<file path="src/common/cpu16_isa_pkg.sv">
package cpu16_isa_pkg;

	localparam int unsigned XLEN   = 16; // data path width
	localparam int unsigned REG_AW = 4;  // 16 registers

	// instruction class, top nibble of every word
	typedef enum logic [3:0] {
		NOP    = 4'h0,
		IMM    = 4'h1,
		ALU_RR = 4'h2,
		ALU_RI = 4'h3
	} insn_class_e;

	// codes 8..15 are reserved, decode drops them
	typedef enum logic [3:0] {
		ADD = 4'h0,
		SUB = 4'h1,
		AND = 4'h2,
		OR  = 4'h3,
		XOR = 4'h4,
		SHL = 4'h5,
		SHR = 4'h6,
		MOV = 4'h7 // passes operand B
	} alu_op_e;

	// immediate prefix word
	typedef struct packed {
		insn_class_e cls;
		logic [11:0] prefix; // upper 12 bits of next immediate
	} imm_view_t;

	// ALU word, low field is imm[3:0] for ALU_RI and rs for ALU_RR
	typedef struct packed {
		insn_class_e        cls;
		alu_op_e            op;
		logic [REG_AW-1:0]  rd;
		logic [3:0]         low;
	} alu_view_t;

	typedef union packed {
		imm_view_t imm_view;
		alu_view_t alu_view;
	} cpu16_insn_u;

	typedef struct packed {
		logic c; // carry on ADD, borrow on SUB
		logic z;
		logic s;
	} alu_flags_t;

endpackage

</file>
<file path="src/common/cpu16_pipe_pkg.sv">
package cpu16_pipe_pkg;

	import cpu16_isa_pkg::*;

	// APB read port, requester side
	typedef struct packed {
		logic [XLEN-1:0] paddr;
		logic            psel;
		logic            penable;
	} apb_req_t;

	// completer side
	typedef struct packed {
		logic [XLEN-1:0] prdata;
		logic            pready;
	} apb_rsp_t;

	// fetch -> decode
	typedef struct packed {
		logic        valid;
		cpu16_insn_u insn;
	} fetch_out_t;

	// decode -> execute
	typedef struct packed {
		logic              valid;
		alu_op_e           op;
		logic [REG_AW-1:0] rd;      // dest and operand A
		logic [REG_AW-1:0] rs;      // operand B register
		logic              use_imm;
		logic [XLEN-1:0]   imm;
	} decode_out_t;

	// execute -> write-back
	typedef struct packed {
		logic              valid;
		logic [REG_AW-1:0] rd;
		logic [XLEN-1:0]   result;
		alu_flags_t        flags;
	} exec_out_t;

	// trace port shows the write-back record as is
	typedef exec_out_t reg_wr_t;

endpackage

</file>
<file path="src/fetch/fetch_apb.sv">
module fetch_apb
	import cpu16_pipe_pkg::*;
#(
	parameter logic [15:0] RESET_PC = 16'h0000
) (
	input  logic       CLK,
	input  logic       RSTb,
	output apb_req_t   apb_req,
	input  apb_rsp_t   apb_rsp,
	output fetch_out_t fetch
);

	typedef enum logic [1:0] {
		ST_IDLE,
		ST_SETUP,
		ST_ACCESS
	} fetch_state_e;

	fetch_state_e state;
	logic [15:0]  pc;
	logic         done; // transfer completes at this edge

	assign done = (state == ST_ACCESS) && apb_rsp.pready;

	// idle only right after reset, then setup/access back to back
	always_ff @(posedge CLK) begin
		if (!RSTb) begin
			state <= ST_IDLE;
			pc    <= RESET_PC;
		end else begin
			case (state)
				ST_IDLE:   state <= ST_SETUP;
				ST_SETUP:  state <= ST_ACCESS;
				ST_ACCESS: begin
					if (apb_rsp.pready)
						state <= ST_SETUP;
				end
				default:   state <= ST_IDLE;
			endcase
			if (done)
				pc <= pc + 16'd1;
		end
	end

	always_comb begin
		apb_req.paddr   = pc;
		apb_req.psel    = (state != ST_IDLE);
		apb_req.penable = (state == ST_ACCESS);
	end

	always_ff @(posedge CLK) begin
		if (!RSTb) begin
			fetch.valid <= 1'b0;
		end else begin
			fetch.valid <= done; // one cycle pulse per instruction
			if (done)
				fetch.insn <= apb_rsp.prdata;
		end
	end

	// completer may stretch the access, request must hold meanwhile
	a_access_hold: assert property (@(posedge CLK) disable iff (!RSTb)
		(apb_req.penable && !apb_rsp.pready) |=>
			($stable(apb_req.paddr) && apb_req.psel && apb_req.penable));

endmodule

</file>
<file path="src/core/decode_stage.sv">
module decode_stage
	import cpu16_isa_pkg::*;
	import cpu16_pipe_pkg::*;
(
	input  logic        CLK,
	input  logic        RSTb,
	input  fetch_out_t  fetch,
	output decode_out_t dec
);

	cpu16_insn_u insn;
	logic [11:0] prefix_q; // upper immediate from a preceding IMM
	logic        is_imm;
	logic        is_alu;
	logic        op_ok;

	assign insn = fetch.insn;

	// same word read through both views
	assign is_imm = (insn.imm_view.cls == IMM);
	assign is_alu = (insn.alu_view.cls == ALU_RR) || (insn.alu_view.cls == ALU_RI);
	assign op_ok  = !insn.alu_view.op[3]; // 8..15 unused

	// prefix lives for exactly one following instruction
	always_ff @(posedge CLK) begin
		if (!RSTb)
			prefix_q <= 12'h000;
		else if (fetch.valid)
			prefix_q <= is_imm ? insn.imm_view.prefix : 12'h000;
	end

	always_ff @(posedge CLK) begin
		if (!RSTb) begin
			dec.valid <= 1'b0;
		end else begin
			dec.valid <= fetch.valid && is_alu && op_ok;
			if (fetch.valid) begin
				dec.op      <= insn.alu_view.op;
				dec.rd      <= insn.alu_view.rd;
				dec.rs      <= insn.alu_view.low;
				dec.use_imm <= (insn.alu_view.cls == ALU_RI);
				dec.imm     <= {prefix_q, insn.alu_view.low};
			end
		end
	end

endmodule

</file>
<file path="src/core/execute_stage.sv">
module execute_stage
	import cpu16_isa_pkg::*;
	import cpu16_pipe_pkg::*;
(
	input  logic        CLK,
	input  logic        RSTb,
	input  decode_out_t dec,
	output logic [3:0]  rd_addr_a,
	output logic [3:0]  rd_addr_b,
	input  logic [15:0] rd_data_a,
	input  logic [15:0] rd_data_b,
	output exec_out_t   ex
);

	logic [XLEN-1:0] opa;
	logic [XLEN-1:0] opb;
	logic [XLEN:0]   wide;   // extra bit catches carry / borrow
	logic [XLEN-1:0] result;
	alu_flags_t      flags;

	// operands straight from the register file, no forwarding needed
	assign rd_addr_a = dec.rd;
	assign rd_addr_b = dec.rs;

	assign opa = rd_data_a;
	assign opb = dec.use_imm ? dec.imm : rd_data_b;

	always_comb begin
		wide = '0;
		case (dec.op)
			ADD:     wide = {1'b0, opa} + {1'b0, opb};
			SUB:     wide = {1'b0, opa} - {1'b0, opb};
			AND:     wide = {1'b0, opa & opb};
			OR:      wide = {1'b0, opa | opb};
			XOR:     wide = {1'b0, opa ^ opb};
			SHL:     wide = {1'b0, opa << opb[3:0]}; // shift by low nibble
			SHR:     wide = {1'b0, opa >> opb[3:0]};
			MOV:     wide = {1'b0, opb};
			default: wide = '0;
		endcase
	end

	assign result  = wide[XLEN-1:0];
	assign flags.c = wide[XLEN] && ((dec.op == ADD) || (dec.op == SUB));
	assign flags.z = (result == '0);
	assign flags.s = result[XLEN-1];

	always_ff @(posedge CLK) begin
		if (!RSTb) begin
			ex.valid <= 1'b0;
		end else begin
			ex.valid <= dec.valid;
			if (dec.valid) begin
				ex.rd     <= dec.rd;
				ex.result <= result;
				ex.flags  <= flags;
			end
		end
	end

	// fetch needs two cycles per word, so the previous write has landed
	a_no_hazard: assert property (@(posedge CLK) disable iff (!RSTb)
		dec.valid |=> !dec.valid);

endmodule

</file>
<file path="src/core/writeback_regfile.sv">
module writeback_regfile
	import cpu16_pipe_pkg::*;
(
	input  logic        CLK,
	input  logic        RSTb,
	input  logic [3:0]  rd_addr_a,
	input  logic [3:0]  rd_addr_b,
	output logic [15:0] rd_data_a,
	output logic [15:0] rd_data_b,
	input  exec_out_t   ex,
	output reg_wr_t     wr
);

	logic [15:0] regs [16];

	// architectural state, all registers start at zero
	always_ff @(posedge CLK) begin
		if (!RSTb) begin
			for (int i = 0; i < 16; i++)
				regs[i] <= 16'h0000;
		end else if (ex.valid) begin
			regs[ex.rd] <= ex.result;
		end
	end

	assign rd_data_a = regs[rd_addr_a]; // async read ports
	assign rd_data_b = regs[rd_addr_b];

	// trace mirrors the write committed at this same edge
	always_ff @(posedge CLK) begin
		if (!RSTb)
			wr.valid <= 1'b0;
		else
			wr <= ex;
	end

	// traced value must be what the array now holds
	a_trace_src: assert property (@(posedge CLK) disable iff (!RSTb)
		wr.valid |-> ($past(ex.valid) && (regs[wr.rd] == wr.result)));

endmodule

</file>
<file path="src/cpu16_top.sv">
module cpu16_top
	import cpu16_pipe_pkg::*;
#(
	parameter logic [15:0] RESET_PC = 16'h0000
) (
	input  logic     CLK,
	input  logic     RSTb,
	output apb_req_t apb_req,
	input  apb_rsp_t apb_rsp,
	output reg_wr_t  wr
);

	fetch_out_t  fetch;
	decode_out_t dec;
	exec_out_t   ex;
	logic [3:0]  rd_addr_a;
	logic [3:0]  rd_addr_b;
	logic [15:0] rd_data_a;
	logic [15:0] rd_data_b;

	fetch_apb #(
		.RESET_PC (RESET_PC)
	) fetch_i (
		.CLK     (CLK),
		.RSTb    (RSTb),
		.apb_req (apb_req),
		.apb_rsp (apb_rsp),
		.fetch   (fetch)
	);

	decode_stage decode_i (
		.CLK   (CLK),
		.RSTb  (RSTb),
		.fetch (fetch),
		.dec   (dec)
	);

	execute_stage execute_i (
		.CLK       (CLK),
		.RSTb      (RSTb),
		.dec       (dec),
		.rd_addr_a (rd_addr_a),
		.rd_addr_b (rd_addr_b),
		.rd_data_a (rd_data_a),
		.rd_data_b (rd_data_b),
		.ex        (ex)
	);

	writeback_regfile regfile_i (
		.CLK       (CLK),
		.RSTb      (RSTb),
		.rd_addr_a (rd_addr_a),
		.rd_addr_b (rd_addr_b),
		.rd_data_a (rd_data_a),
		.rd_data_b (rd_data_b),
		.ex        (ex),
		.wr        (wr)
	);

endmodule

</file>
<file path="config.mk">
export PLATFORM = sky130hd
export DESIGN_NAME = cpu16_top
export DESIGN_NICKNAME = d
export VERILOG_FILES = /design/src/common/cpu16_isa_pkg.sv /design/src/common/cpu16_pipe_pkg.sv /design/src/fetch/fetch_apb.sv /design/src/core/decode_stage.sv /design/src/core/execute_stage.sv /design/src/core/writeback_regfile.sv /design/src/cpu16_top.sv
export SDC_FILE = /design/constraint.sdc
export NUM_CORES = 1
export LEC_CHECK = 0
export ABC_AREA = 1
export BUFFER_PORTS_ARGS = -buffer_cell sky130_fd_sc_hd__buf_2
export CAP_MARGIN = 10
export CELL_PAD_IN_SITES_DETAIL_PLACEMENT = 0
export CELL_PAD_IN_SITES_GLOBAL_PLACEMENT = 1
export CORE_MARGIN = 2
export CORE_UTILIZATION = 40
export CTS_CLUSTER_DIAMETER = 120
export DETAILED_ROUTE_END_ITERATION = 12
export HOLD_SLACK_MARGIN = 0.08
export PLACE_DENSITY_LB_ADDON = 0.12
export SYNTH_ARGS = -nofsm -noshare
export SYNTH_HDL_FRONTEND = slang
export SYNTH_HIERARCHICAL = 1
export SYNTH_SLANG_ARGS = --single-unit
export TNS_END_PERCENT = 20
</file>
<file path="constraint.sdc">
create_clock -name CLK -period 6.4 [get_ports CLK]
set_input_delay 0.96 -clock CLK [delete_from_list [all_inputs] [get_ports CLK]]
set_output_delay 0.96 -clock CLK [all_outputs]
set_load 0.02 [all_outputs]
</file>
==> impl_metrics.xml, run 1 <==
<?xml version="1.0" encoding="UTF-8"?>
<metrics>
  <group name="timing">
    <metric name="final.period_utilization" unit="">0.8038</metric>
    <metric name="worst-slew-pin-transition" unit="ns">1.242</metric>
    <metric name="fin_worst_skew" unit="ns">0.01859</metric>
    <metric name="timing.final.setup_violations" unit="">0</metric>
    <metric name="hold_viol" unit="">0</metric>
    <metric name="final_max_slew_viol_count" unit="">0</metric>
    <metric name="relSlewSlack" unit="">0.1698</metric>
    <metric name="finalWorstPathRequiredPeriod" unit="ns">5.144</metric>
    <metric name="rsz0062_at_grt" unit="">false</metric>
    <metric name="max_freq" unit="MHz">194.4</metric>
    <metric name="fin_tns_setup" unit="ns">0</metric>
  </group>
  <group name="cells_and_area">
    <metric name="antenna_cells_inserted" unit="">0</metric>
    <metric name="design.final.nets" unit="">3116</metric>
    <metric name="drive_above_1_share" unit="">0.07984</metric>
    <metric name="area.growth.synth_to_final" unit="%">9.357</metric>
    <metric name="layout.cells.non_filler" unit="">3846</metric>
    <metric name="fillerInstances" unit="">5879</metric>
  </group>
  <group name="floorplan">
    <metric name="die_height" unit="um">244.6</metric>
    <metric name="top_level_pins" unit="">61</metric>
    <metric name="initial_utilization" unit="">0.4030</metric>
    <metric name="design.die.area" unit="um^2">59840</metric>
    <metric name="coreArea" unit="um^2">57480</metric>
    <metric name="die_x" unit="um">244.6</metric>
    <metric name="placement_rows" unit="">88</metric>
  </group>
  <group name="detailed_routing">
    <metric name="dr.first_iter.drc_count" unit="">2251</metric>
    <metric name="wirelength" unit="um">87020</metric>
    <metric name="wl_per_cell" unit="um">22.63</metric>
    <metric name="antenna_violating_nets_post_route" unit="">0</metric>
    <metric name="detailedRoute.firstPassIterationCount" unit="">6</metric>
    <metric name="routed-via-count" unit="">20880</metric>
    <metric name="routed_via_density" unit="">5.430</metric>
    <metric name="route.detailed.drc" unit="">0</metric>
  </group>
  <group name="power">
    <metric name="clock_power_share" unit="">0.449</metric>
    <metric name="switching_share" unit="">0.2356</metric>
    <metric name="pwr_density_cell" unit="nW/um^2">220.3</metric>
    <metric name="ir_drop" unit="mV">0.2056</metric>
    <metric name="power.switching" unit="mW">1.314</metric>
    <metric name="share_comb_of_total_power" unit="">0.057</metric>
    <metric name="power_frac_seq" unit="">0.494</metric>
    <metric name="power.internal" unit="mW">4.264</metric>
    <metric name="power.leakage" unit="nW">11.79</metric>
  </group>
  <group name="placement">
    <metric name="numPortBuffers" unit="">60</metric>
    <metric name="gpl.final_weighted_congestion" unit="">0.9958</metric>
    <metric name="hpwl" unit="um">57070</metric>
    <metric name="placed_cells_incl_taps" unit="">3764</metric>
  </group>
  <group name="global_routing">
    <metric name="overflow" unit="">0</metric>
    <metric name="first_global_vias" unit="">19820</metric>
    <metric name="initial_antenna_violation_count" unit="">1</metric>
    <metric name="grt_first_pass_wirelength" unit="um">128300</metric>
    <metric name="grt_util_all_layers" unit="">0.2880</metric>
    <metric name="grt_start_max_net_pins" unit="">131</metric>
  </group>
  <group name="clocking">
    <metric name="htreeDepth" unit="">2</metric>
    <metric name="clock_tree.root_cell" unit="">sky130_fd_sc_hd__clkbuf_16</metric>
    <metric name="insertion_delay" unit="ns">0.58</metric>
    <metric name="total_cts_buffers" unit="">44</metric>
    <metric name="postCtsHoldBufs" unit="">0</metric>
    <metric name="cts_num_sinks" unit="">376</metric>
    <metric name="cts_buffer_depth" unit="">3</metric>
    <metric name="cts.clk_slew.worst_paths" unit="ns">0.06</metric>
    <metric name="cts.repair_timing.setup_buffer_count" unit="">0</metric>
    <metric name="post_cts_resized" unit="">0</metric>
    <metric name="tritoncts_clock_tree" unit="">yes</metric>
  </group>
  <group name="synth">
    <metric name="post_synth_instance_area" unit="um^2">23160</metric>
    <metric name="ys_dominant_reg_cell" unit="">sky130_fd_sc_hd__edfxtp_1</metric>
    <metric name="yosys_register_bits" unit="">376</metric>
    <metric name="synth.top_cells.by_area" unit="">sky130_fd_sc_hd__edfxtp_1 44%, sky130_fd_sc_hd__nand2_1 14%, sky130_fd_sc_hd__nand3_1 13%</metric>
    <metric name="synthTopCellsByCount" unit="">846 x sky130_fd_sc_hd__nand2_1, 623 x sky130_fd_sc_hd__nand3_1, 406 x sky130_fd_sc_hd__inv_1</metric>
    <metric name="async_reset_ff_frac" unit="">0</metric>
    <metric name="synth.largest_area_cell" unit="">sky130_fd_sc_hd__edfxtp_1</metric>
    <metric name="post_synth.cell_area_avg" unit="um^2">7.537</metric>
    <metric name="yosysMostFrequentCell" unit="">sky130_fd_sc_hd__nand2_1</metric>
    <metric name="netlist.area_leader.share" unit="">0.4434</metric>
    <metric name="synthesis.instances" unit="">3073</metric>
    <metric name="synthDistinctLibCells" unit="">46</metric>
    <metric name="synth-edff-count" unit="">342</metric>
    <metric name="synth_warnings" unit="">6</metric>
    <metric name="syn-num-nets" unit="">3144</metric>
    <metric name="synth_seq_area_share" unit="">0.4728</metric>
  </group>
  <group name="min_path">
    <metric name="worst_hold_path_type" unit="">reg2reg</metric>
  </group>
  <group name="critical_path">
    <metric name="cp.required" unit="ns">6.83</metric>
    <metric name="setup.worst_path.class" unit="">reg2reg</metric>
    <metric name="cp-end-kind" unit="">register</metric>
    <metric name="crit_slowest_cell" unit="">sky130_fd_sc_hd__buf_4</metric>
    <metric name="worstSetupStartpointType" unit="">register</metric>
    <metric name="cp_slowest_stage_delay" unit="ns">0.72</metric>
    <metric name="path_max_fanout" unit="">58</metric>
    <metric name="cp_data_arrival_time" unit="ns">5.58</metric>
    <metric name="crit_top_cell" unit="">sky130_fd_sc_hd__nand2_1</metric>
  </group>
  <group name="run_status">
    <metric name="result_of_the_run" unit="">finished clean</metric>
  </group>
  <group name="run">
    <metric name="drv.max_cap_violation_count" unit="">0</metric>
  </group>
</metrics>
[flip-flops by register name, indices dropped and copies added (netlist names)]
name and cells:
execute_i/ex 23, fetch_i/state 2, fetch_i/fetch 17, fetch_i/pc 16, regfile_i/wr 24, decode_i/prefix_q 12, regfile_i/regs 256, decode_i/dec 26
[layout by cell type, fill, tap and decap left out, types with 3 or more instances in the layout]
master	count
sky130_fd_sc_hd__o21ai_2	8
sky130_fd_sc_hd__or2_1	4
sky130_fd_sc_hd__nand3_1	623
sky130_fd_sc_hd__ha_1	51
sky130_fd_sc_hd__or2_2	4
sky130_fd_sc_hd__clkbuf_8	6
sky130_fd_sc_hd__dfxtp_1	34
sky130_fd_sc_hd__nor3_4	4
sky130_fd_sc_hd__nand4_1	13
sky130_fd_sc_hd__inv_1	404
sky130_fd_sc_hd__clkbuf_1	10
sky130_fd_sc_hd__nand2_2	21
sky130_fd_sc_hd__a21oi_2	4
sky130_fd_sc_hd__clkinv_1	7
sky130_fd_sc_hd__clkinv_2	9
sky130_fd_sc_hd__nand2_4	7
sky130_fd_sc_hd__a21oi_1	45
sky130_fd_sc_hd__nor3_1	7
sky130_fd_sc_hd__clkbuf_16	47
sky130_fd_sc_hd__nor3_2	4
sky130_fd_sc_hd__edfxtp_1	342
sky130_fd_sc_hd__o21a_1	3
sky130_fd_sc_hd__buf_4	39
sky130_fd_sc_hd__nor2_1	385
sky130_fd_sc_hd__xor2_1	17
sky130_fd_sc_hd__inv_2	8
sky130_fd_sc_hd__nand3b_1	3
sky130_fd_sc_hd__buf_2	60
sky130_fd_sc_hd__nor2_2	8
sky130_fd_sc_hd__o211ai_1	3
sky130_fd_sc_hd__nor2_4	3
sky130_fd_sc_hd__o21ai_0	26
sky130_fd_sc_hd__nand2_1	846
[worst paths after layout]
kind	cells after the start	slack, ns	to	from
setup / recovery	26	1.26	execute_i/ex[1]	decode_i/dec[17]
hold / removal	0	0.42	regfile_i/wr[2]	execute_i/ex[2]
setup reg to reg	26	1.26	execute_i/ex[1]	decode_i/dec[17]
hold reg to reg	0	0.42	regfile_i/wr[2]	execute_i/ex[2]
[routing by layer]
layer	vias to the layer above	GRT usage	wire, um
li1	9805	-	-
met1	9985	0.4124	38780
met2	942	0.4431	38070
met3	150	0.04712	7378
met4	0	0.09505	2793
met5	-	0	0
[stage by stage]
stage          hold WS, ns  setup slack, ns  utilization  power, mW  cell area, um^2
3_3_place_gp        0.4092            1.370       0.4158      3.117            23900
6_report            0.4191            1.256       0.4407      5.578            25330
5_1_grt             0.4317           0.8943       0.4407      5.741            25330
3_5_place_dp        0.4088            1.415       0.4158      3.118            23900
4_1_cts             0.4227            1.423       0.4407      5.618            25330
2_1_floorplan       0.4003            2.036            -      3.005            23160
[worst max-delay path, delay by kind of cell (launching register included)]
family	cells	cell delay [ns]
compound gates	2	0.46
xor+xnor	1	0.10
flops	1	0.46
buf+inv	2	1.26
simple gates	20	2.31
fa+ha+maj	1	0.38
[final cells by class]
| cell class | count | area, um^2 | share of cell area |
|---|---|---|---|
| Clock buffer | 63 | 1296 | 0.05118 |
| Clock inverter | 19 | 132.6 | 0.005237 |
| Inverter | 417 | 1577 | 0.06225 |
| Multi-Input combinational cell | 2105 | 9781 | 0.3862 |
| Sequential cell | 376 | 10950 | 0.4324 |
| Tap cell | 765 | 957.2 | 0.03779 |
| Timing Repair Buffer | 101 | 633.1 | 0.02500 |
[logic make-up after synthesis]
| logic type | Yosys count | share of synthesized area |
|---|---|---|
| XOR/XNOR | 18 | 0.006807 |
| AO/OA/AOI/OAI | 96 | 0.02399 |
| adder cells (fa/ha/maj) | 52 | 0.02842 |
| flip-flops | 376 | 0.4728 |
| AND/OR/NAND/NOR | 1939 | 0.3631 |
| buffers and inverters | 592 | 0.1049 |
[power groups by stage]
stage	Clock, mW	Combinational [mW]	Sequential [mW]
finish	2.51	0.318	2.75
global route	2.63	0.351	2.76
CTS	2.55	0.313	2.75
detailed placement	0	0.312	2.81
global placement	0	0.312	2.80
floorplan	0	0.201	2.80
No activity file was read; power rests on OpenSTA's default activity.
==> run 2, diff against run 1 <==
ABC_AREA = 0   (was 1)
clock period = 5 ns   (was 6.4 ns; I/O delays follow)
==> run 2 against run 1 <==
  * The flow now finishes with violations (setup timing)
  * Die area decreased by 7.9%
  * Critical path depth decreased by 8
  * Utilization increased by 4.9 points
  * Register-to-register slack got worse by 1.9 ns
  * Flip-flop and latch count unchanged
  * Worst hold slack got worse by 0.055 ns
  * Fmax decreased by 8.8%
  * Sequential power increased by 29%
  * Via count decreased by 25%
  * Sequential share of layout area decreased by 0.80 points
==> impl_metrics.xml, run 2 <==
<?xml version="1.0" encoding="UTF-8"?>
<metrics>
  <group name="run_status">
    <metric name="result_of_the_run" unit="">complete, but fails checks</metric>
    <metric name="violations" unit="">setup timing</metric>
  </group>
  <group name="synth">
    <metric name="post_synth_instance_area" unit="um^2">21310</metric>
    <metric name="ys_dominant_reg_cell" unit="">sky130_fd_sc_hd__edfxtp_1</metric>
    <metric name="post_synth.cell_area_avg" unit="um^2">13.01</metric>
    <metric name="synthesis.instances" unit="">1638</metric>
    <metric name="yosys_register_bits" unit="">376</metric>
    <metric name="syn-num-nets" unit="">1709</metric>
    <metric name="netlist.area_leader.share" unit="">0.4820</metric>
    <metric name="synth.top_cells.by_area" unit="">sky130_fd_sc_hd__edfxtp_1 48%, sky130_fd_sc_hd__mux4_2 14%, sky130_fd_sc_hd__and2_1 7.8%</metric>
    <metric name="async_reset_ff_frac" unit="">0</metric>
    <metric name="synthTopCellsByCount" unit="">342 x sky130_fd_sc_hd__edfxtp_1, 264 x sky130_fd_sc_hd__and2_1, 133 x sky130_fd_sc_hd__mux4_2</metric>
    <metric name="yosysMostFrequentCell" unit="">sky130_fd_sc_hd__edfxtp_1</metric>
    <metric name="synth.largest_area_cell" unit="">sky130_fd_sc_hd__edfxtp_1</metric>
    <metric name="synth_warnings" unit="">6</metric>
    <metric name="synthDistinctLibCells" unit="">86</metric>
    <metric name="synth-edff-count" unit="">342</metric>
    <metric name="synth_seq_area_share" unit="">0.5140</metric>
  </group>
  <group name="placement">
    <metric name="gpl.final_weighted_congestion" unit="">0.9097</metric>
    <metric name="numPortBuffers" unit="">60</metric>
    <metric name="post-place-ws" unit="ns">-0.7498</metric>
    <metric name="hpwl" unit="um">52770</metric>
    <metric name="placed_cells_incl_taps" unit="">2549</metric>
  </group>
  <group name="timing">
    <metric name="rsz0062_at_grt" unit="">true</metric>
    <metric name="max_freq" unit="MHz">177.3</metric>
    <metric name="final_critical_path_setup_slack" unit="ns">-0.6413</metric>
    <metric name="finalWorstPathRequiredPeriod" unit="ns">5.641</metric>
    <metric name="relSlewSlack" unit="">0.2141</metric>
    <metric name="worst-slew-pin-transition" unit="ns">1.178</metric>
    <metric name="hold_viol" unit="">0</metric>
    <metric name="final.period_utilization" unit="">1.128</metric>
    <metric name="timing.final.setup_violations" unit="">2</metric>
    <metric name="fin_worst_skew" unit="ns">0.02282</metric>
    <metric name="final_max_slew_viol_count" unit="">0</metric>
  </group>
  <group name="floorplan">
    <metric name="coreArea" unit="um^2">52660</metric>
    <metric name="placement_rows" unit="">84</metric>
    <metric name="top_level_pins" unit="">61</metric>
    <metric name="die_height" unit="um">234.8</metric>
    <metric name="design.die.area" unit="um^2">55130</metric>
    <metric name="initial_utilization" unit="">0.4046</metric>
    <metric name="die_x" unit="um">234.8</metric>
  </group>
  <group name="cells_and_area">
    <metric name="largest_register_ffs" unit="">256</metric>
    <metric name="design.final.nets" unit="">1984</metric>
    <metric name="mostFrequentLayoutCells" unit="">342 x sky130_fd_sc_hd__edfxtp_1, 281 x sky130_fd_sc_hd__buf_4, 263 x sky130_fd_sc_hd__and2_1, 133 x sky130_fd_sc_hd__mux4_2, 105 x sky130_fd_sc_hd__nand2_1</metric>
    <metric name="drive_above_1_share" unit="">0.3294</metric>
    <metric name="area.growth.synth_to_final" unit="%">21.12</metric>
    <metric name="register_bank_with_the_most_flops" unit="">regfile_i/regs</metric>
    <metric name="layout_commonest_cell" unit="">sky130_fd_sc_hd__edfxtp_1</metric>
    <metric name="layout.cells.non_filler" unit="">2634</metric>
    <metric name="top_regs" unit="">regfile_i/regs: 256 flops, decode_i/dec: 26 flops, regfile_i/wr: 24 flops</metric>
  </group>
  <group name="detailed_routing">
    <metric name="antenna_violating_nets_post_route" unit="">0</metric>
    <metric name="dr.first_iter.drc_count" unit="">1517</metric>
    <metric name="wirelength" unit="um">75930</metric>
    <metric name="detailedRoute.firstPassIterationCount" unit="">5</metric>
    <metric name="route.detailed.drc" unit="">0</metric>
    <metric name="routed_via_density" unit="">5.937</metric>
    <metric name="wl_per_cell" unit="um">28.83</metric>
    <metric name="routed-via-count" unit="">15640</metric>
  </group>
  <group name="critical_path">
    <metric name="flop2flop_setup_slack" unit="ns">-0.64</metric>
    <metric name="rr_worst_depth" unit="">18</metric>
    <metric name="worstSetupStartpointType" unit="">register</metric>
    <metric name="cp_data_arrival_time" unit="ns">6.04</metric>
    <metric name="rr_endpoint" unit="">execute_i/ex[1]</metric>
    <metric name="setup.worst_path.class" unit="">reg2reg</metric>
    <metric name="path_max_fanout" unit="">12</metric>
    <metric name="cp.required" unit="ns">5.40</metric>
    <metric name="cp-end-kind" unit="">register</metric>
    <metric name="critical_path.reg2reg.startpoint" unit="">decode_i/dec[3]</metric>
  </group>
  <group name="global_routing">
    <metric name="grt_first_pass_wirelength" unit="um">110600</metric>
    <metric name="initial_antenna_violation_count" unit="">3</metric>
    <metric name="overflow" unit="">0</metric>
    <metric name="grt_start_max_net_pins" unit="">32</metric>
    <metric name="grt_util_all_layers" unit="">0.2744</metric>
    <metric name="first_global_vias" unit="">15800</metric>
  </group>
  <group name="min_path">
    <metric name="hold-path-endpoint" unit="">fetch_i/fetch[8]</metric>
    <metric name="worst_hold_path_type" unit="">in2reg</metric>
    <metric name="hold_path_startpoint" unit="">apb_rsp[9]</metric>
    <metric name="worst_hold_path.num_cells" unit="">1</metric>
  </group>
  <group name="power">
    <metric name="ir_drop" unit="mV">0.2207</metric>
    <metric name="power.leakage" unit="nW">9.835</metric>
    <metric name="pwr_density_cell" unit="nW/um^2">271.0</metric>
  </group>
  <group name="run">
    <metric name="drv.max_cap_violation_count" unit="">0</metric>
  </group>
  <group name="clocking">
    <metric name="cts.clk_slew.worst_paths" unit="ns">0.07</metric>
    <metric name="htreeDepth" unit="">2</metric>
    <metric name="cts_buffer_depth" unit="">3</metric>
    <metric name="insertion_delay" unit="ns">0.58</metric>
    <metric name="total_cts_buffers" unit="">42</metric>
    <metric name="cts_num_sinks" unit="">376</metric>
    <metric name="clock_tree.root_cell" unit="">sky130_fd_sc_hd__clkbuf_16</metric>
    <metric name="tritoncts_clock_tree" unit="">yes</metric>
  </group>
</metrics>
## run 2: final cells by class
cell class / count / area (um^2)
inverter: 41 / 153.9
clock buffer: 49 / 1109
timing repair buffer: 358 / 2736
multi-input combinational: 1094 / 9839
fill: 4652 / 26850
clock inverter: 25 / 147.6
tap: 688 / 860.8
antenna: 3 / 7.507
sequential: 376 / 10950
## run 2: what timing repair did
item / CTS / global route
gates cloned: 0 / 0
buffers inserted: 6 / 2
gates resized for setup: 23 / 22
hold buffers: 0 / 0
setup endpoints to repair: 5 / 9
pin swaps: 17 / 7
## run 2: critical path: stages, from the launching register on
cell and delay [ns]:
sky130_fd_sc_hd__edfxtp_1 0.52, sky130_fd_sc_hd__nor2_1 0.60, sky130_fd_sc_hd__buf_4 0.37, sky130_fd_sc_hd__a22oi_2 0.12
sky130_fd_sc_hd__buf_4 0.16, sky130_fd_sc_hd__nand2_1 0.08, sky130_fd_sc_hd__mux2i_1 0.09, sky130_fd_sc_hd__buf_4 0.16
sky130_fd_sc_hd__xnor2_1 0.12, sky130_fd_sc_hd__ha_1 0.30, sky130_fd_sc_hd__a21o_1 0.20, sky130_fd_sc_hd__a31o_2 0.22
sky130_fd_sc_hd__or3_1 0.39, sky130_fd_sc_hd__a31oi_4 0.21, sky130_fd_sc_hd__o311ai_2 0.15, sky130_fd_sc_hd__or4_4 0.56
sky130_fd_sc_hd__or4_4 0.51, sky130_fd_sc_hd__or4_4 0.50, sky130_fd_sc_hd__nor4b_2 0.23
## run 2: cell families (layout without fill, tap and decap cells)
| logic type | after synthesis | in the layout | share of synthesized area |
|---|---|---|---|
| AOI/OAI and AO/OA | 271 | 271 | 0.08885 |
| xor gates and xnor gates | 32 | 32 | 0.01315 |
| adders and majority gates | 52 | 52 | 0.03089 |
| buffers and inverters | 168 | 473 | 0.03676 |
| DFF | 376 | 376 | 0.5140 |
| muxes | 180 | 180 | 0.1642 |
| other | 0 | 3 | 0 |
| and+or+nand+nor | 559 | 559 | 0.1522 |
## run 2: power by group
part           internal [mW]  switching [mW]  leakage (nW)
logic                  0.237           0.297          5.52
clock network           1.63            1.28         0.622
registers               3.50          0.0451          3.69
## run 2: worst max path at each step
stage / depth (start not counted) / slack (ns) / to / start
after global routing: 21 / -0.84 / execute_i/ex[1] / decode_i/dec[17]
after global placement: 20 / -0.69 / execute_i/ex[1] / decode_i/dec[17]
after detailed placement: 20 / -0.75 / execute_i/ex[1] / decode_i/dec[17]
after CTS: 21 / -0.70 / execute_i/ex[1] / decode_i/dec[17]
final: 18 / -0.64 / execute_i/ex[1] / decode_i/dec[3]
after floorplan: 26 / -1.02 / execute_i/ex[1] / decode_i/dec[17]
## run 2: metal layers
metal | share of wire | global-route usage
met1 | 0.43 | 0.3846
met5 | 0 | 0
met4 | 0.033 | 0.09264
met2 | 0.47 | 0.4380
met3 | 0.070 | 0.04135
## run 2: metrics by stage
stage / TNS (ns) / hold WS (ns) / utilization / power [mW] / area (um^2)
after floorplan: -1.035 / 0.4003 / - / 3.862 / 21430
after global routing: -2.153 / 0.3413 / 0.4900 / 7.202 / 25800
after CTS: -0.8459 / 0.3336 / 0.4876 / 7.029 / 25670
final: -0.8427 / 0.3641 / 0.4901 / 6.993 / 25800
after detailed placement: -1.381 / 0.4196 / 0.4607 / 4.121 / 24260
after global placement: -1.110 / 0.4019 / 0.4607 / 4.114 / 24260
==> run 3, diff against run 2 <==
clock period = 5.24 ns   (was 5 ns; I/O delays follow)
==> run 3 against run 2 <==
  * The flow still finishes with violations (setup timing)
  * Highest routed layer unchanged
  * Final area up 0.80%
  * Clock skew down 0.0034 ns
  * Fmax down 0.54%
  * Wire length down 3.1%
  * Largest cell class unchanged
  * Flip-flop and latch count unchanged
==> impl_metrics.xml, run 3 (synthesized netlist as in run 2, its figures left out) <==
<?xml version="1.0" encoding="UTF-8"?>
<metrics>
  <group name="min_path">
    <metric name="worst_hold_path.num_cells" unit="">1</metric>
    <metric name="hold-path-endpoint" unit="">fetch_i/fetch[0]</metric>
    <metric name="worst_hold_path_type" unit="">in2reg</metric>
    <metric name="hold_path_startpoint" unit="">apb_rsp[1]</metric>
  </group>
  <group name="global_routing">
    <metric name="grt_first_pass_wirelength" unit="um">106700</metric>
    <metric name="grt_util_all_layers" unit="">0.2643</metric>
    <metric name="first_global_vias" unit="">15420</metric>
    <metric name="initial_antenna_violation_count" unit="">4</metric>
    <metric name="overflow" unit="">0</metric>
    <metric name="grt_start_max_net_pins" unit="">35</metric>
  </group>
  <group name="timing">
    <metric name="max_freq" unit="MHz">176.3</metric>
    <metric name="hold_viol" unit="">0</metric>
    <metric name="relSlewSlack" unit="">0.1907</metric>
    <metric name="finalWorstPathRequiredPeriod" unit="ns">5.672</metric>
    <metric name="final_critical_path_setup_slack" unit="ns">-0.4318</metric>
    <metric name="fin_worst_skew" unit="ns">0.01946</metric>
    <metric name="worst-slew-pin-transition" unit="ns">1.214</metric>
    <metric name="final_max_slew_viol_count" unit="">0</metric>
    <metric name="final.period_utilization" unit="">1.082</metric>
    <metric name="timing.final.setup_violations" unit="">1</metric>
    <metric name="rsz0062_at_grt" unit="">true</metric>
    <metric name="final.hold.worst_slack" unit="ns">0.3955</metric>
  </group>
  <group name="floorplan">
    <metric name="design.die.area" unit="um^2">55130</metric>
    <metric name="top_level_pins" unit="">61</metric>
    <metric name="die_x" unit="um">234.8</metric>
    <metric name="coreArea" unit="um^2">52660</metric>
    <metric name="initial_utilization" unit="">0.4046</metric>
    <metric name="placement_rows" unit="">84</metric>
    <metric name="die_height" unit="um">234.8</metric>
  </group>
  <group name="clocking">
    <metric name="htreeDepth" unit="">2</metric>
    <metric name="total_cts_buffers" unit="">42</metric>
    <metric name="cts_buffer_depth" unit="">3</metric>
    <metric name="insertion_delay" unit="ns">0.57</metric>
    <metric name="cts.clk_slew.worst_paths" unit="ns">0.06</metric>
    <metric name="clock_tree.root_cell" unit="">sky130_fd_sc_hd__clkbuf_16</metric>
    <metric name="cts_num_sinks" unit="">376</metric>
    <metric name="tritoncts_clock_tree" unit="">yes</metric>
  </group>
  <group name="critical_path">
    <metric name="rr_worst_depth" unit="">20</metric>
    <metric name="worstSetupStartpointType" unit="">register</metric>
    <metric name="crit_chain" unit="">buf_12 -&gt; buf_12 -&gt; mux4_2 -&gt; a22oi_2 -&gt; nand2_2 -&gt; mux2i_4 -&gt; buf_4 -&gt; buf_4 -&gt; inv_2 -&gt; ha_1 -&gt; fa_1 -&gt; xnor2_1 -&gt; a22oi_1 -&gt; o221ai_1 -&gt; a221oi_2 -&gt; o211ai_1 -&gt; or4_4 -&gt; or4_4 -&gt; or4_4 -&gt; nor4b_4</metric>
    <metric name="crit_slowest_cell" unit="">sky130_fd_sc_hd__or4_4</metric>
    <metric name="cp.required" unit="ns">5.62</metric>
    <metric name="path_max_fanout" unit="">5</metric>
    <metric name="timing.critical_path.depth" unit="">20</metric>
    <metric name="path_delay_family" unit="">simple AND/OR/NAND/NOR gates</metric>
    <metric name="flop2flop_setup_slack" unit="ns">-0.43</metric>
    <metric name="critical_path.reg2reg.startpoint" unit="">decode_i/dec[17]</metric>
    <metric name="setup.worst_path.class" unit="">reg2reg</metric>
    <metric name="crit_top_cell" unit="">sky130_fd_sc_hd__or4_4</metric>
    <metric name="rr_endpoint" unit="">execute_i/ex[1]</metric>
    <metric name="cp_slowest_stage_delay" unit="ns">0.56</metric>
    <metric name="cp-end-kind" unit="">register</metric>
    <metric name="cp_data_arrival_time" unit="ns">6.05</metric>
    <metric name="crit_buf_inv" unit="">5</metric>
  </group>
  <group name="power">
    <metric name="power.leakage" unit="nW">9.891</metric>
    <metric name="share_comb_of_total_power" unit="">0.070</metric>
    <metric name="switching_share" unit="">0.2205</metric>
    <metric name="ir_drop" unit="mV">0.2751</metric>
    <metric name="power_frac_seq" unit="">0.482</metric>
    <metric name="power.internal" unit="mW">5.469</metric>
    <metric name="pwr_density_cell" unit="nW/um^2">269.8</metric>
    <metric name="power.switching" unit="mW">1.547</metric>
    <metric name="clock_power_share" unit="">0.448</metric>
  </group>
  <group name="cells_and_area">
    <metric name="drive_above_1_share" unit="">0.3313</metric>
    <metric name="register_bank_with_the_most_flops" unit="">regfile_i/regs</metric>
    <metric name="area.growth.synth_to_final" unit="%">22.09</metric>
    <metric name="mostFrequentLayoutCells" unit="">342 x sky130_fd_sc_hd__edfxtp_1, 263 x sky130_fd_sc_hd__and2_1, 261 x sky130_fd_sc_hd__buf_4, 133 x sky130_fd_sc_hd__mux4_2, 105 x sky130_fd_sc_hd__nand2_1</metric>
    <metric name="largest_register_ffs" unit="">256</metric>
    <metric name="layout_commonest_cell" unit="">sky130_fd_sc_hd__edfxtp_1</metric>
    <metric name="design.final.nets" unit="">1970</metric>
    <metric name="post-route-util" unit="">0.4940</metric>
    <metric name="fillerInstances" unit="">4670</metric>
    <metric name="top_regs" unit="">regfile_i/regs: 256 flops, decode_i/dec: 26 flops, regfile_i/wr: 24 flops</metric>
    <metric name="layout.cells.non_filler" unit="">2620</metric>
    <metric name="antenna_cells_inserted" unit="">0</metric>
  </group>
  <group name="detailed_routing">
    <metric name="routed-via-count" unit="">15360</metric>
    <metric name="dr.first_iter.drc_count" unit="">1505</metric>
    <metric name="wirelength" unit="um">73580</metric>
    <metric name="wl_per_cell" unit="um">28.08</metric>
    <metric name="routed_via_density" unit="">5.861</metric>
    <metric name="antenna_violating_nets_post_route" unit="">0</metric>
    <metric name="detailedRoute.firstPassIterationCount" unit="">5</metric>
    <metric name="top_layer" unit="">met4</metric>
    <metric name="route.detailed.drc" unit="">0</metric>
    <metric name="met3_length" unit="um">4850</metric>
    <metric name="detail_route.wirelength.met1" unit="um">32030</metric>
    <metric name="met2_wirelength" unit="um">34460</metric>
  </group>
  <group name="placement">
    <metric name="post-place-ws" unit="ns">-0.6282</metric>
    <metric name="numPortBuffers" unit="">60</metric>
    <metric name="placed_cells_incl_taps" unit="">2517</metric>
    <metric name="gpl.final_weighted_congestion" unit="">0.9376</metric>
    <metric name="hpwl" unit="um">51320</metric>
  </group>
  <group name="run_status">
    <metric name="violations" unit="">setup timing</metric>
    <metric name="result_of_the_run" unit="">complete, but fails checks</metric>
  </group>
  <group name="run">
    <metric name="drv.max_cap_violation_count" unit="">0</metric>
  </group>
</metrics>
run 3: changes by cell type in the layout (fill, tap and decap cells not counted), moves of 4 or more:
cell                        previous run  this run
sky130_fd_sc_hd__buf_4               281       261
sky130_fd_sc_hd__bufinv_16             1         7
sky130_fd_sc_hd__clkinv_1             12         6
sky130_fd_sc_hd__a22oi_1              62        58
sky130_fd_sc_hd__a22oi_2               8        12
sky130_fd_sc_hd__clkinv_2              9         5
run 3: worst max path at each step:
stage                      from         endpoint  slack [ns]
3_3_place_gp   decode_i/dec[17]  execute_i/ex[1]       -0.52
4_1_cts        decode_i/dec[17]  execute_i/ex[1]       -0.46
2_1_floorplan  decode_i/dec[17]  execute_i/ex[1]       -0.78
6_report       decode_i/dec[17]  execute_i/ex[1]       -0.43
5_1_grt        decode_i/dec[17]  execute_i/ex[1]       -0.59
3_5_place_dp   decode_i/dec[17]  execute_i/ex[1]       -0.63
run 3: final cells by class:
cell class	instances	area, um^2	share of cell area
flip-flops and latches	376	10950	0.4210
multi-input cells	1094	9882	0.3799
clock inverters	24	305.3	0.01174
inverters	41	153.9	0.005917
clock buffers	53	1156	0.04445
repair buffers	344	2703	0.1039
well taps	688	860.8	0.03309
run 3: worst register-to-register path: cells and delay by family, from the launching register on:
kind / cells / cell delay (ns)
buffers and inverters: 5 / 0.59
adders and majority gates: 2 / 0.61
muxes: 2 / 0.71
AOI/OAI and AO/OA: 5 / 1.06
and+or+nand+nor: 5 / 1.99
xor gates and xnor gates: 1 / 0.16
DFF: 1 / 0.38
run 3: metal layers:
layer,up-vias,global-route usage
met5,-,0
met4,0,0.07825
met3,120,0.04300
met2,582,0.4248
met1,7827,0.3699
li1,6826,-
run 3: timing repair:
action,CTS,global route
pin swaps,14,22
gates cloned,1,1
hold buffers,0,0
endpoints found under the setup margin,4,6
buffers inserted,6,18
gates resized for setup,24,46
run 3: metrics by stage:
| stage | TNS (ns) | instance area (um^2) | total power [mW] |
|---|---|---|---|
| after global placement | -0.7522 | 24010 | 3.908 |
| after CTS | -0.4579 | 25650 | 7.062 |
| final | -0.4318 | 26010 | 7.017 |
| after floorplan | -0.7760 | 21430 | 3.685 |
| after detailed placement | -0.9700 | 24010 | 3.915 |
| after global routing | -0.7368 | 26010 | 7.234 |
run 3: power groups by stage:
stage / clock (mW) / sequential [mW] / combinational [mW]
global placement: 0 / 3.44 / 0.468
global route: 3.32 / 3.39 / 0.525
finish: 3.14 / 3.38 / 0.495
CTS: 3.20 / 3.38 / 0.479
floorplan: 0 / 3.43 / 0.252
detailed placement: 0 / 3.44 / 0.471
